[config.mk]
export PLATFORM = sky130hd
export DESIGN_NAME = redmule_top
export DESIGN_NICKNAME = d
export VERILOG_FILES = /design/src/design/redmule_cfg_pkg.sv /design/src/design/redmule_data_pkg.sv /design/src/design/redmule_job_if.sv /design/src/design/redmule_regfile.sv /design/src/design/redmule_scheduler.sv /design/src/design/redmule_engine.sv /design/src/design/redmule_top.sv
export SDC_FILE = /design/constraint.sdc
export NUM_CORES = 2
export LEC_CHECK = 0
export ABC_AREA = 1
export BUFFER_PORTS_ARGS = -buffer_cell sky130_fd_sc_hd__buf_4
export CAP_MARGIN = 20
export CORE_ASPECT_RATIO = 0.9
export CORE_UTILIZATION = 65
export DETAILED_ROUTE_END_ITERATION = 10
export PLACE_DENSITY = 0.82
export SLEW_MARGIN = 30
export SYNTH_ARGS = -nofsm -noshare
export SYNTH_HDL_FRONTEND = slang
export SYNTH_HIERARCHICAL = 1
export SYNTH_SLANG_ARGS = --single-unit
[constraint.sdc]
create_clock -name clk_i -period 8.2 [get_ports clk_i]
set_clock_uncertainty 0.15 [all_clocks]
set_input_delay 1.64 -clock clk_i [delete_from_list [all_inputs] [get_ports clk_i]]
set_output_delay 1.64 -clock clk_i [all_outputs]
set_load 0.02 [all_outputs]
[src/design/redmule_cfg_pkg.sv]
// Control-side definitions for the matrix-multiply accelerator
// Register map, field positions and memory address width

package redmule_cfg_pkg;

  // Memory word address and register offset widths
  localparam int unsigned ADDR_W     = 16;
  localparam int unsigned CFG_ADDR_W = 8;
  localparam int unsigned CFG_DATA_W = 32;

  // Operand base address registers
  localparam logic [CFG_ADDR_W-1:0] REG_X_ADDR = 8'h00;
  localparam logic [CFG_ADDR_W-1:0] REG_W_ADDR = 8'h04;
  localparam logic [CFG_ADDR_W-1:0] REG_Y_ADDR = 8'h08;
  localparam logic [CFG_ADDR_W-1:0] REG_Z_ADDR = 8'h0C;

  // Matrix sizes, each field holds size minus one
  localparam logic [CFG_ADDR_W-1:0] REG_SIZES = 8'h10;
  localparam int unsigned SIZE_M_LSB = 0;
  localparam int unsigned SIZE_N_LSB = 8;
  localparam int unsigned SIZE_K_LSB = 16;
  localparam int unsigned SIZE_W     = 2;

  // Bit 0 reports a running job
  localparam logic [CFG_ADDR_W-1:0] REG_STATUS = 8'h14;
  localparam int unsigned STATUS_BUSY_BIT = 0;

  // Any write here launches a job
  localparam logic [CFG_ADDR_W-1:0] REG_TRIGGER = 8'h54;

  typedef logic [ADDR_W-1:0] addr_t;

endpackage : redmule_cfg_pkg

[src/design/redmule_data_pkg.sv]
// Datapath definitions for the matrix-multiply accelerator
// Element and accumulator types, index type and array size

package redmule_data_pkg;

  // Maximum value of M, N and K
  localparam int unsigned DIM = 4;

  localparam int unsigned ELEM_W = 16;
  localparam int unsigned ACC_W  = 32;
  localparam int unsigned IDX_W  = $clog2(DIM);

  // One element per memory word
  localparam int unsigned MEM_W = 32;

  // Operand element from X or W
  typedef logic signed [ELEM_W-1:0] elem_t;

  // Accumulator, also the Y and Z element; wraps on overflow
  typedef logic signed [ACC_W-1:0] acc_t;

  // Row or column index inside the array
  typedef logic [IDX_W-1:0] idx_t;

endpackage : redmule_data_pkg

[src/design/redmule_job_if.sv]
// Job description passed from the register block to the scheduler
// Settings stay stable from start until done

interface redmule_job_if
  import redmule_cfg_pkg::*;
  import redmule_data_pkg::*;
();

  // One-cycle launch and completion pulses
  logic  start;
  logic  done;

  // Operand base addresses
  addr_t x_addr;
  addr_t w_addr;
  addr_t y_addr;
  addr_t z_addr;

  // Last index along each dimension
  idx_t  m_last;
  idx_t  n_last;
  idx_t  k_last;

  modport regfile (
    output start, x_addr, w_addr, y_addr, z_addr, m_last, n_last, k_last,
    input  done
  );

  modport scheduler (
    input  start, x_addr, w_addr, y_addr, z_addr, m_last, n_last, k_last,
    output done
  );

endinterface : redmule_job_if

[src/design/redmule_regfile.sv]
// Peripheral register block for the accelerator
// Holds job settings, launches jobs and reports busy and end of job

module redmule_regfile
  import redmule_cfg_pkg::*;
  import redmule_data_pkg::*;
(
  input  logic                  clk_i,
  input  logic                  rst_n_i,
  input  logic                  cfg_req_i,
  input  logic                  cfg_we_i,
  input  logic [CFG_ADDR_W-1:0] cfg_addr_i,
  input  logic [CFG_DATA_W-1:0] cfg_wdata_i,
  output logic [CFG_DATA_W-1:0] cfg_rdata_o,
  output logic                  busy_o,
  output logic                  evt_o,
  redmule_job_if.regfile        job
);

  addr_t x_addr_q, w_addr_q, y_addr_q, z_addr_q;
  idx_t  m_last_q, n_last_q, k_last_q;
  logic  busy_q;
  logic  start_q;
  logic  wr_en, rd_en;
  logic  [CFG_DATA_W-1:0] rd_word;

  assign wr_en = cfg_req_i && cfg_we_i;
  assign rd_en = cfg_req_i && !cfg_we_i;

  always_ff @(posedge clk_i) begin
    if (!rst_n_i) begin
      x_addr_q <= '0;
      w_addr_q <= '0;
      y_addr_q <= '0;
      z_addr_q <= '0;
      m_last_q <= '0;
      n_last_q <= '0;
      k_last_q <= '0;
      busy_q   <= 1'b0;
      start_q  <= 1'b0;
    end else begin
      start_q <= 1'b0;
      // Settings are frozen while a job runs
      if (wr_en && !busy_q) begin
        case (cfg_addr_i)
          REG_X_ADDR: x_addr_q <= cfg_wdata_i[ADDR_W-1:0];
          REG_W_ADDR: w_addr_q <= cfg_wdata_i[ADDR_W-1:0];
          REG_Y_ADDR: y_addr_q <= cfg_wdata_i[ADDR_W-1:0];
          REG_Z_ADDR: z_addr_q <= cfg_wdata_i[ADDR_W-1:0];
          REG_SIZES: begin
            m_last_q <= idx_t'(cfg_wdata_i[SIZE_M_LSB +: SIZE_W]);
            n_last_q <= idx_t'(cfg_wdata_i[SIZE_N_LSB +: SIZE_W]);
            k_last_q <= idx_t'(cfg_wdata_i[SIZE_K_LSB +: SIZE_W]);
          end
          REG_TRIGGER: begin
            start_q <= 1'b1;
            busy_q  <= 1'b1;
          end
          default: ;
        endcase
      end else if (job.done) begin
        busy_q <= 1'b0;
      end
    end
  end

  // Read mux
  always_comb begin
    rd_word = '0;
    case (cfg_addr_i)
      REG_X_ADDR: rd_word[ADDR_W-1:0] = x_addr_q;
      REG_W_ADDR: rd_word[ADDR_W-1:0] = w_addr_q;
      REG_Y_ADDR: rd_word[ADDR_W-1:0] = y_addr_q;
      REG_Z_ADDR: rd_word[ADDR_W-1:0] = z_addr_q;
      REG_SIZES: begin
        rd_word[SIZE_M_LSB +: SIZE_W] = m_last_q;
        rd_word[SIZE_N_LSB +: SIZE_W] = n_last_q;
        rd_word[SIZE_K_LSB +: SIZE_W] = k_last_q;
      end
      REG_STATUS: rd_word[STATUS_BUSY_BIT] = busy_q;
      default: ;
    endcase
  end

  always_ff @(posedge clk_i) begin
    if (rd_en) begin
      cfg_rdata_o <= rd_word;
    end
  end

  assign job.start  = start_q;
  assign job.x_addr = x_addr_q;
  assign job.w_addr = w_addr_q;
  assign job.y_addr = y_addr_q;
  assign job.z_addr = z_addr_q;
  assign job.m_last = m_last_q;
  assign job.n_last = n_last_q;
  assign job.k_last = k_last_q;

  assign busy_o = busy_q;
  // End-of-job event coincides with the last Z write
  assign evt_o  = job.done;

  // A job is only launched from idle
  a_start_from_idle: assert property (@(posedge clk_i) disable iff (!rst_n_i)
    job.start |-> !$past(busy_q));

  // The scheduler finishes only a job that was launched
  a_done_while_busy: assert property (@(posedge clk_i) disable iff (!rst_n_i)
    job.done |-> busy_q);

endmodule : redmule_regfile

[src/design/redmule_scheduler.sv]
// Job sequencer for the accelerator
// Streams W, then per row Y and X from memory, drains the MAC pipe
// and writes the Z row back

module redmule_scheduler
  import redmule_cfg_pkg::*;
  import redmule_data_pkg::*;
(
  input  logic             clk_i,
  input  logic             rst_n_i,
  redmule_job_if.scheduler job,
  output logic             mem_req_o,
  output logic             mem_we_o,
  output addr_t            mem_addr_o,
  output logic [MEM_W-1:0] mem_wdata_o,
  input  logic [MEM_W-1:0] mem_rdata_i,
  output logic             w_we_o,
  output idx_t             w_row_o,
  output idx_t             w_col_o,
  output logic             y_we_o,
  output idx_t             col_o,
  output logic             mac_valid_o,
  output idx_t             mac_row_o,
  input  acc_t             z_data_i
);

  typedef enum logic [2:0] {
    ST_IDLE,
    ST_LOAD_W,
    ST_LOAD_Y,
    ST_STREAM_X,
    ST_DRAIN,
    ST_STORE_Z
  } state_e;

  // Kind of read whose data returns next cycle
  typedef enum logic [1:0] {
    KIND_NONE,
    KIND_W,
    KIND_Y,
    KIND_X
  } kind_e;

  state_e     state_q;
  kind_e      rd_kind_q;
  idx_t       row_q;
  idx_t       inner_q;
  idx_t       col_q;
  logic       drain_q;
  idx_t       rd_row_q, rd_col_q;
  logic [2:0] n_len, k_len;
  addr_t      w_off, mk_off, x_off;

  assign n_len = {1'b0, job.n_last} + 3'd1;
  assign k_len = {1'b0, job.k_last} + 3'd1;

  // Row-major offsets; mk_off serves both Y and Z
  assign w_off  = addr_t'(inner_q) * addr_t'(k_len) + addr_t'(col_q);
  assign mk_off = addr_t'(row_q) * addr_t'(k_len) + addr_t'(col_q);
  assign x_off  = addr_t'(row_q) * addr_t'(n_len) + addr_t'(inner_q);

  always_ff @(posedge clk_i) begin
    if (!rst_n_i) begin
      state_q   <= ST_IDLE;
      rd_kind_q <= KIND_NONE;
      row_q     <= '0;
      inner_q   <= '0;
      col_q     <= '0;
      drain_q   <= 1'b0;
    end else begin
      rd_kind_q <= KIND_NONE;
      case (state_q)
        ST_IDLE: begin
          if (job.start) begin
            state_q <= ST_LOAD_W;
            row_q   <= '0;
            inner_q <= '0;
            col_q   <= '0;
          end
        end
        ST_LOAD_W: begin
          rd_kind_q <= KIND_W;
          if (col_q == job.k_last) begin
            col_q <= '0;
            if (inner_q == job.n_last) begin
              inner_q <= '0;
              state_q <= ST_LOAD_Y;
            end else begin
              inner_q <= inner_q + 1'b1;
            end
          end else begin
            col_q <= col_q + 1'b1;
          end
        end
        ST_LOAD_Y: begin
          rd_kind_q <= KIND_Y;
          if (col_q == job.k_last) begin
            col_q   <= '0;
            state_q <= ST_STREAM_X;
          end else begin
            col_q <= col_q + 1'b1;
          end
        end
        ST_STREAM_X: begin
          rd_kind_q <= KIND_X;
          if (inner_q == job.n_last) begin
            inner_q <= '0;
            drain_q <= 1'b0;
            state_q <= ST_DRAIN;
          end else begin
            inner_q <= inner_q + 1'b1;
          end
        end
        // Two cycles for the last product to reach its accumulator
        ST_DRAIN: begin
          drain_q <= 1'b1;
          if (drain_q) begin
            state_q <= ST_STORE_Z;
          end
        end
        ST_STORE_Z: begin
          if (col_q == job.k_last) begin
            col_q <= '0;
            if (row_q == job.m_last) begin
              state_q <= ST_IDLE;
            end else begin
              row_q   <= row_q + 1'b1;
              state_q <= ST_LOAD_Y;
            end
          end else begin
            col_q <= col_q + 1'b1;
          end
        end
        default: state_q <= ST_IDLE;
      endcase
    end
  end

  // Indices of the outstanding read, steered with its data
  always_ff @(posedge clk_i) begin
    rd_row_q <= inner_q;
    rd_col_q <= col_q;
  end

  always_comb begin
    mem_req_o  = 1'b0;
    mem_we_o   = 1'b0;
    mem_addr_o = '0;
    case (state_q)
      ST_LOAD_W: begin
        mem_req_o  = 1'b1;
        mem_addr_o = job.w_addr + w_off;
      end
      ST_LOAD_Y: begin
        mem_req_o  = 1'b1;
        mem_addr_o = job.y_addr + mk_off;
      end
      ST_STREAM_X: begin
        mem_req_o  = 1'b1;
        mem_addr_o = job.x_addr + x_off;
      end
      ST_STORE_Z: begin
        mem_req_o  = 1'b1;
        mem_we_o   = 1'b1;
        mem_addr_o = job.z_addr + mk_off;
      end
      default: ;
    endcase
  end

  assign mem_wdata_o = z_data_i;

  assign w_we_o      = (rd_kind_q == KIND_W);
  assign w_row_o     = rd_row_q;
  assign w_col_o     = rd_col_q;
  assign y_we_o      = (rd_kind_q == KIND_Y);
  assign mac_valid_o = (rd_kind_q == KIND_X);
  assign mac_row_o   = rd_row_q;
  // Store phase selects the Z column, otherwise the returning Y column
  assign col_o       = (state_q == ST_STORE_Z) ? col_q : rd_col_q;

  assign job.done = (state_q == ST_STORE_Z) && (col_q == job.k_last) &&
                    (row_q == job.m_last);

  a_no_req_idle: assert property (@(posedge clk_i) disable iff (!rst_n_i)
    (state_q == ST_IDLE && !job.start) |=> !mem_req_o);

  a_w_y_exclusive: assert property (@(posedge clk_i) disable iff (!rst_n_i)
    !(w_we_o && y_we_o));

  // Memory answers every read one cycle later
  a_rdata_known: assert property (@(posedge clk_i) disable iff (!rst_n_i)
    (rd_kind_q != KIND_NONE) |-> !$isunknown(mem_rdata_i));

endmodule : redmule_scheduler

[src/design/redmule_engine.sv]
// Multiply-accumulate engine for the accelerator
// W buffer and one two-stage MAC lane per output column

module redmule_engine
  import redmule_data_pkg::*;
(
  input  logic  clk_i,
  input  logic  rst_n_i,
  input  logic  w_we_i,
  input  idx_t  w_row_i,
  input  idx_t  w_col_i,
  input  elem_t w_data_i,
  input  logic  y_we_i,
  input  idx_t  col_i,
  input  acc_t  y_data_i,
  input  logic  mac_valid_i,
  input  idx_t  mac_row_i,
  input  elem_t x_data_i,
  output acc_t  z_data_o
);

  elem_t w_buf_q [DIM][DIM];
  acc_t  prod_q  [DIM];
  acc_t  acc_q   [DIM];
  logic  prod_vld_q;

  always_ff @(posedge clk_i) begin
    if (w_we_i) begin
      w_buf_q[w_row_i][w_col_i] <= w_data_i;
    end
  end

  // Stage 1, x broadcast against one W row
  always_ff @(posedge clk_i) begin
    if (mac_valid_i) begin
      for (int k = 0; k < DIM; k++) begin
        prod_q[k] <= acc_t'(x_data_i) * acc_t'(w_buf_q[mac_row_i][k]);
      end
    end
  end

  always_ff @(posedge clk_i) begin
    if (!rst_n_i) begin
      prod_vld_q <= 1'b0;
    end else begin
      prod_vld_q <= mac_valid_i;
    end
  end

  // Stage 2, Y bias load or accumulate
  always_ff @(posedge clk_i) begin
    if (y_we_i) begin
      acc_q[col_i] <= y_data_i;
    end else if (prod_vld_q) begin
      for (int k = 0; k < DIM; k++) begin
        acc_q[k] <= acc_q[k] + prod_q[k];
      end
    end
  end

  assign z_data_o = acc_q[col_i];

  // Bias loads never overlap a product still in flight
  a_y_vs_acc: assert property (@(posedge clk_i) disable iff (!rst_n_i)
    $past(mac_valid_i) |-> !y_we_i);

endmodule : redmule_engine

[src/design/redmule_top.sv]
// Matrix-multiply accelerator top level, Z = Y + X*W
// Connects the register block, scheduler and engine to plain ports

module redmule_top
  import redmule_cfg_pkg::*;
  import redmule_data_pkg::*;
(
  input  logic                  clk_i,
  input  logic                  rst_n_i,
  input  logic                  cfg_req_i,
  input  logic                  cfg_we_i,
  input  logic [CFG_ADDR_W-1:0] cfg_addr_i,
  input  logic [CFG_DATA_W-1:0] cfg_wdata_i,
  output logic [CFG_DATA_W-1:0] cfg_rdata_o,
  output logic                  busy_o,
  output logic                  evt_o,
  output logic                  mem_req_o,
  output logic                  mem_we_o,
  output addr_t                 mem_addr_o,
  output logic [MEM_W-1:0]      mem_wdata_o,
  input  logic [MEM_W-1:0]      mem_rdata_i
);

  logic  w_we, y_we, mac_valid;
  idx_t  w_row, w_col, col, mac_row;
  acc_t  z_data;
  elem_t rd_elem;
  acc_t  rd_acc;

  // X and W sit in the low half of the word, Y uses the whole word
  assign rd_elem = elem_t'(mem_rdata_i[ELEM_W-1:0]);
  assign rd_acc  = acc_t'(mem_rdata_i);

  redmule_job_if job ();

  redmule_regfile i_regfile (
    .clk_i       ( clk_i       ),
    .rst_n_i     ( rst_n_i     ),
    .cfg_req_i   ( cfg_req_i   ),
    .cfg_we_i    ( cfg_we_i    ),
    .cfg_addr_i  ( cfg_addr_i  ),
    .cfg_wdata_i ( cfg_wdata_i ),
    .cfg_rdata_o ( cfg_rdata_o ),
    .busy_o      ( busy_o      ),
    .evt_o       ( evt_o       ),
    .job         ( job         )
  );

  redmule_scheduler i_scheduler (
    .clk_i       ( clk_i       ),
    .rst_n_i     ( rst_n_i     ),
    .job         ( job         ),
    .mem_req_o   ( mem_req_o   ),
    .mem_we_o    ( mem_we_o    ),
    .mem_addr_o  ( mem_addr_o  ),
    .mem_wdata_o ( mem_wdata_o ),
    .mem_rdata_i ( mem_rdata_i ),
    .w_we_o      ( w_we        ),
    .w_row_o     ( w_row       ),
    .w_col_o     ( w_col       ),
    .y_we_o      ( y_we        ),
    .col_o       ( col         ),
    .mac_valid_o ( mac_valid   ),
    .mac_row_o   ( mac_row     ),
    .z_data_i    ( z_data      )
  );

  redmule_engine i_engine (
    .clk_i       ( clk_i       ),
    .rst_n_i     ( rst_n_i     ),
    .w_we_i      ( w_we        ),
    .w_row_i     ( w_row       ),
    .w_col_i     ( w_col       ),
    .w_data_i    ( rd_elem     ),
    .y_we_i      ( y_we        ),
    .col_i       ( col         ),
    .y_data_i    ( rd_acc      ),
    .mac_valid_i ( mac_valid   ),
    .mac_row_i   ( mac_row     ),
    .x_data_i    ( rd_elem     ),
    .z_data_o    ( z_data      )
  );

endmodule : redmule_top

Yosys cells after proc, flatten, opt, wreduce, memory -nomap -nowiden
Memory sizes are Yosys's and may differ from the RTL's. A register that Yosys moved wholly into a read port is not among the register bits.
Index checks and enable logic that the tools add are counted.
- flip-flop bits (word level): 107
- bits in latches: 0
- memory bits (writable): 512
- bits in read-only memories: 0
- memories: 3
- memory list (memory ; depth ; bits a word ; read ports ; clocked after memory_dff ; wr ports ; line ; source):
    i_engine.w_buf_q ; 4 ; 64 ; 1 ; 1 ; 1 ; redmule_engine.sv:22 ; elem_t w_buf_q [DIM][DIM];
    i_engine.acc_q ; 4 ; 32 ; 5 ; 0 ; 4 ; redmule_engine.sv:24 ; acc_t acc_q [DIM];
    i_engine.prod_q ; 4 ; 32 ; 4 ; 0 ; 4 ; redmule_engine.sv:23 ; acc_t prod_q [DIM];
- add/sub/neg operators: 16
- multipliers: 7
- divide/modulo/power cells: 0
- $lt $le $gt $ge: 2
- equality and inequality tests: 26
- shift-type cells: 0
- multiplexer cells: 48
- bitwise logic cells: 1
- reductions and logical operators: 30
- operator list (cell ; number):
    adder 32 bit ; 4
    multiplier 16 x 16 -> 32 bit ; 4
    adder 16 bit ; 4
    2-to-1 mux 64 bit ; 1
    one-hot mux 16 bit (4 select lines) ; 1
    one-hot mux 6 bit (4 select lines) ; 2
    demux 16 bit (select 2 bit) ; 1
    2-to-1 mux 32 bit ; 1
    OR reduction 32 bit ; 1
    2-to-1 mux 3 bit ; 7
    adder 5 x 2 -> 6 bit ; 3
    2-to-1 mux 2 bit ; 9
    one-hot mux 3 bit (6 select lines) ; 1
    AND reduction 2 bit ; 9
    equality test 8 x 4 -> 1 bit (second input constant) ; 2
    equality test 8 x 5 -> 1 bit (second input constant) ; 2
    2-to-1 mux 1 bit ; 16
    2-to-1 mux 16 bit ; 1
    multiplier 2 x 3 -> 5 bit ; 3
    != test 2 x 1 -> 1 bit (second input constant) ; 6
    one-hot mux 2 bit (3 select lines) ; 2
    one-hot mux 2 bit (5 select lines) ; 1
    equality test 8 x 3 -> 1 bit (second input constant) ; 1
    equality test 8 x 7 -> 1 bit (second input constant) ; 1
    27 further kinds ; 47

Depth between registers and ports, before layout
- depth in word-level cells: 6
- depth in mapped cells: 31

Cells and area by module
The synthesis kept the hierarchy.
- by module, submodules not included (module ; times used ; cells an instance ; area each (µm²)):
    redmule_engine ; 1 ; 8491 ; 69491.6
    redmule_regfile ; 1 ; 600 ; 4332.9
    redmule_scheduler ; 1 ; 601 ; 3606.0

Least setup slack after synthesis
No wires, ideal clock.
- path kind: input to register
- from: input port mem_rdata_i[15]
- to: memory i_engine/prod_q[1][29] in the netlist's numbering (data pin)
- setup time: 0.253 ns
- data arrival time: 6.685 ns
- required time: 7.797 ns
- slack: 1.112 ns
- stages on the path: 21
- path buffers: 1
- cells stage by stage: clkinv_1 > clkbuf_1 > nor2_1 > inv_1 > fa_1 > inv_1 > fa_1 > fa_1 > fa_1 > fa_1 > inv_1 > fa_1 > inv_1 > ha_1 > nand2_1 > nor2_1 > inv_1 > nor3_1 > o21ai_0 > nand4_1 > nand2_1
- RTL lines (what ; line ; source):
    start: declaration ; redmule_top.sv:21 ; input logic [MEM_W-1:0] mem_rdata_i
    end: declaration ; redmule_engine.sv:23 ;

==> qor.yml <==
status:
  status: "completed"
timing:
  setup_violations: 0
  min_period_over_period_pct: 90.9
  rsz0062_at_grt: "false"
  tns_ps: 0
  tightest_slew_ps: 1050
  report.final.slew_viol_count: 0
  fin_crit_ps: 7460
  fin_ws_ps: 744
  relSlewSlack_pct: 30.0
  fmax_ghz: 0.134
  hold_violations: 0
clocking:
  clk_latency_ps: 670
  cts_hold_buf: 0
  cts_sinks: 619
  post_cts_buffers: 0
  htree_levels: 3
  root_buffer: "clkbuf_16"
  cts-resized-gates: 0
  cts_buffers: 69
  cts_tree: "yes"
  clock_path_buffers: 3
  path_clk_slew_ps: 60
cells_and_area:
  nFillCells: 9461
  fin_util_pct: 69.9
  area_growth_pct: 6.18
  finalNonFillerCells: 11300
  fin_nets: 11300
  drive_gt1_share_pct: 6.09
critical_path:
  rr_startpoint: "i_scheduler/mac_row_o[0]"
  reg2reg_to: "i_engine/prod_q[0][31]"
  critPathMaxFanout: 47
  cp.arrival_ps: 7670
  crit_type: "reg2reg"
  cp-start-kind: "flip-flop"
  end_kind: "flip-flop"
  r2r_cells: 22
  cp_data_required_time_ps: 8410
  r2r_setup_slack_ps: 740
grt:
  grt_util_all_layers_pct: 40.4
  grt_overflow: 0
  antenna_found_initial: 5
  grt_pass1_wl_mm: 370
  grt_pass1_vias: 65200
  grt_start_max_net_pins: 132
synthesis:
  synth_top_area_share_pct: 27.5
  yosys_warnings: 6
  ys_ff_latch: 619
  netlist_top_cells_area: "fa_1 27%, edfxtp_1 21%, nand2_1 12%, inv_1 8.8%, ha_1 7.9%"
  yosysSeqAreaShare_pct: 22.9
  synth_area_per_cell_um2: 7.99
  synth_common_cells: "2507 x nand2_1, 1819 x inv_1, 1102 x nor2_1, 1063 x fa_1, 594 x nand3_1"
  ys.flop_type: "edfxtp_1"
  yosys.area.top_type: "fa_1"
  synthDistinctLibCells: 60
  synth_edf_count: 530
  synth-async-reset-ratio_pct: 0
  synth_most_common_cell: "nand2_1"
  synth_cells: 9692
  netlist_area_um2: 77400
route:
  drt-initial-drc-count: 7364
  drcViolationCount: 0
  wl_per_cell_um: 21.5
  drt_wl_total_mm: 243
  vias: 66200
  vias_per_cell: 5.84
  firstDrtPassIters: 8
  antenna_left: 0
job:
  maxCapViolCount: 0
placement:
  pre_cts_ws_ps: 382
  dp_cells: 11200
  portBuffers: 131
  gp_congestion: 1.03
  hpwlAfterDp_mm: 191
floorplanning:
  rows: 119
  die_x_um: 366
  core-area_um2: 118000
  io_pins: 160
  fp.dieH_um: 329
  die-area_um2: 121000
  start_util_pct: 65.8
worst_hold_path:
  min_to: "i_scheduler/w_col_o[1]"
  holdPathStages: 0
  hp-start: "i_scheduler/col_q[1]"
  hold_path_class: "reg2reg"
-- kinds of logic after synthesis --
| family | share of synthesized area, % |
|---|---|
| other cells | 0.00484 |
| simple gates | 24.4 |
| flops | 22.9 |
| fa+ha+maj | 35.3 |
| compound gates | 4.51 |
| xor+xnor | 1.47 |
| buf+inv | 11.5 |
-- registers in the layout (all words and copies together) (netlist names), 3 cells and up --
signal	count
i_scheduler/state_q	3
i_engine/w_buf_q	256
i_regfile/job.y_addr	16
i_engine/acc_q	128
i_regfile/cfg_rdata_o	18
i_regfile/job.x_addr	16
i_regfile/job.z_addr	16
i_engine/prod_q	128
i_regfile/job.w_addr	16
-- worst max path at each step --
| stage | start | depth (start not counted) | to |
|---|---|---|---|
| final | i_scheduler/mac_row_o[0] | 22 | i_engine/prod_q[0][31] |
| after global routing | i_scheduler/mac_row_o[0] | 27 | i_engine/prod_q[0][31] |
| after detailed placement | mem_rdata_i[15] | 22 | i_engine/prod_q[2][24] |
| after floorplan | mem_rdata_i[15] | 21 | i_engine/prod_q[1][29] |
| after global placement | mem_rdata_i[15] | 22 | i_engine/prod_q[2][24] |
| after CTS | i_scheduler/mac_row_o[0] | 27 | i_engine/prod_q[0][31] |
-- per-layer routing --
layer	vias up	GRT usage, %	part of all wire (%)
li1	29700	-	-
met1	31700	53.5	38
met2	4024	61.8	44
met3	786	11.5	13
met4	6	18.9	5.3
met5	-	0	0.019
-- metrics by stage --
stage	hold WS, ps	cell area [µm²]
after global routing	302	82200
after CTS	289	82200
after global placement	258	80000
final	289	82200
after floorplan	247	77500
after detailed placement	279	80000
-- worst max-delay path, stage by stage, from the launching register on --
cell      delay [ps]
dfxtp_4          370
clkinv_2         160
buf_4            480
nand2_1           90
nand3_1          160
nand2_1          400
nor2_1           310
inv_1            130
fa_1             550
inv_1             80
fa_1             570
buf_4            190
fa_1             440
fa_1             590
fa_1             460
fa_1             500
ha_1             410
a21oi_1          300
o21ai_0          180
a21oi_1          180
nand3_1          160
nand3_1          100
nand2_1          150
-- layout by cell type (no fill, tap or decap), types with 18 or more instances in the layout --
cell type and n:
ha_1 486, fa_1 1063, clkbuf_1 18, buf_4 246, nor3_1 41, a21oi_1 288, xnor2_1 45, nand3_1 594
buf_12 20, nor3_2 26, clkbuf_16 70, nand4_1 80, edfxtp_1 530, dfxtp_1 87, inv_1 1815, o21bai_1 36
nor2_2 25, and2_1 41, o21ai_0 185, inv_2 64, nor2_1 1097, nand2_2 59, nand2_1 2507, o22ai_1 31
o21ai_1 21, a21o_1 20, xor2_1 85
-- cell type report --
class	count	area, µm²	area share (%)
antenna	3	7.51	0.00913
clock buffer	90	1850	2.25
clock inverter	31	367	0.446
inverter	1892	7110	8.65
multi-input combinational	6868	51000	62.0
sequential	619	17700	21.5
tap	1573	1970	2.39
timing repair buffer	267	2260	2.75
Power is left out: the tool's default activity adds up to more than one toggle a clock period on the data nets, which glitch-free logic cannot reach.
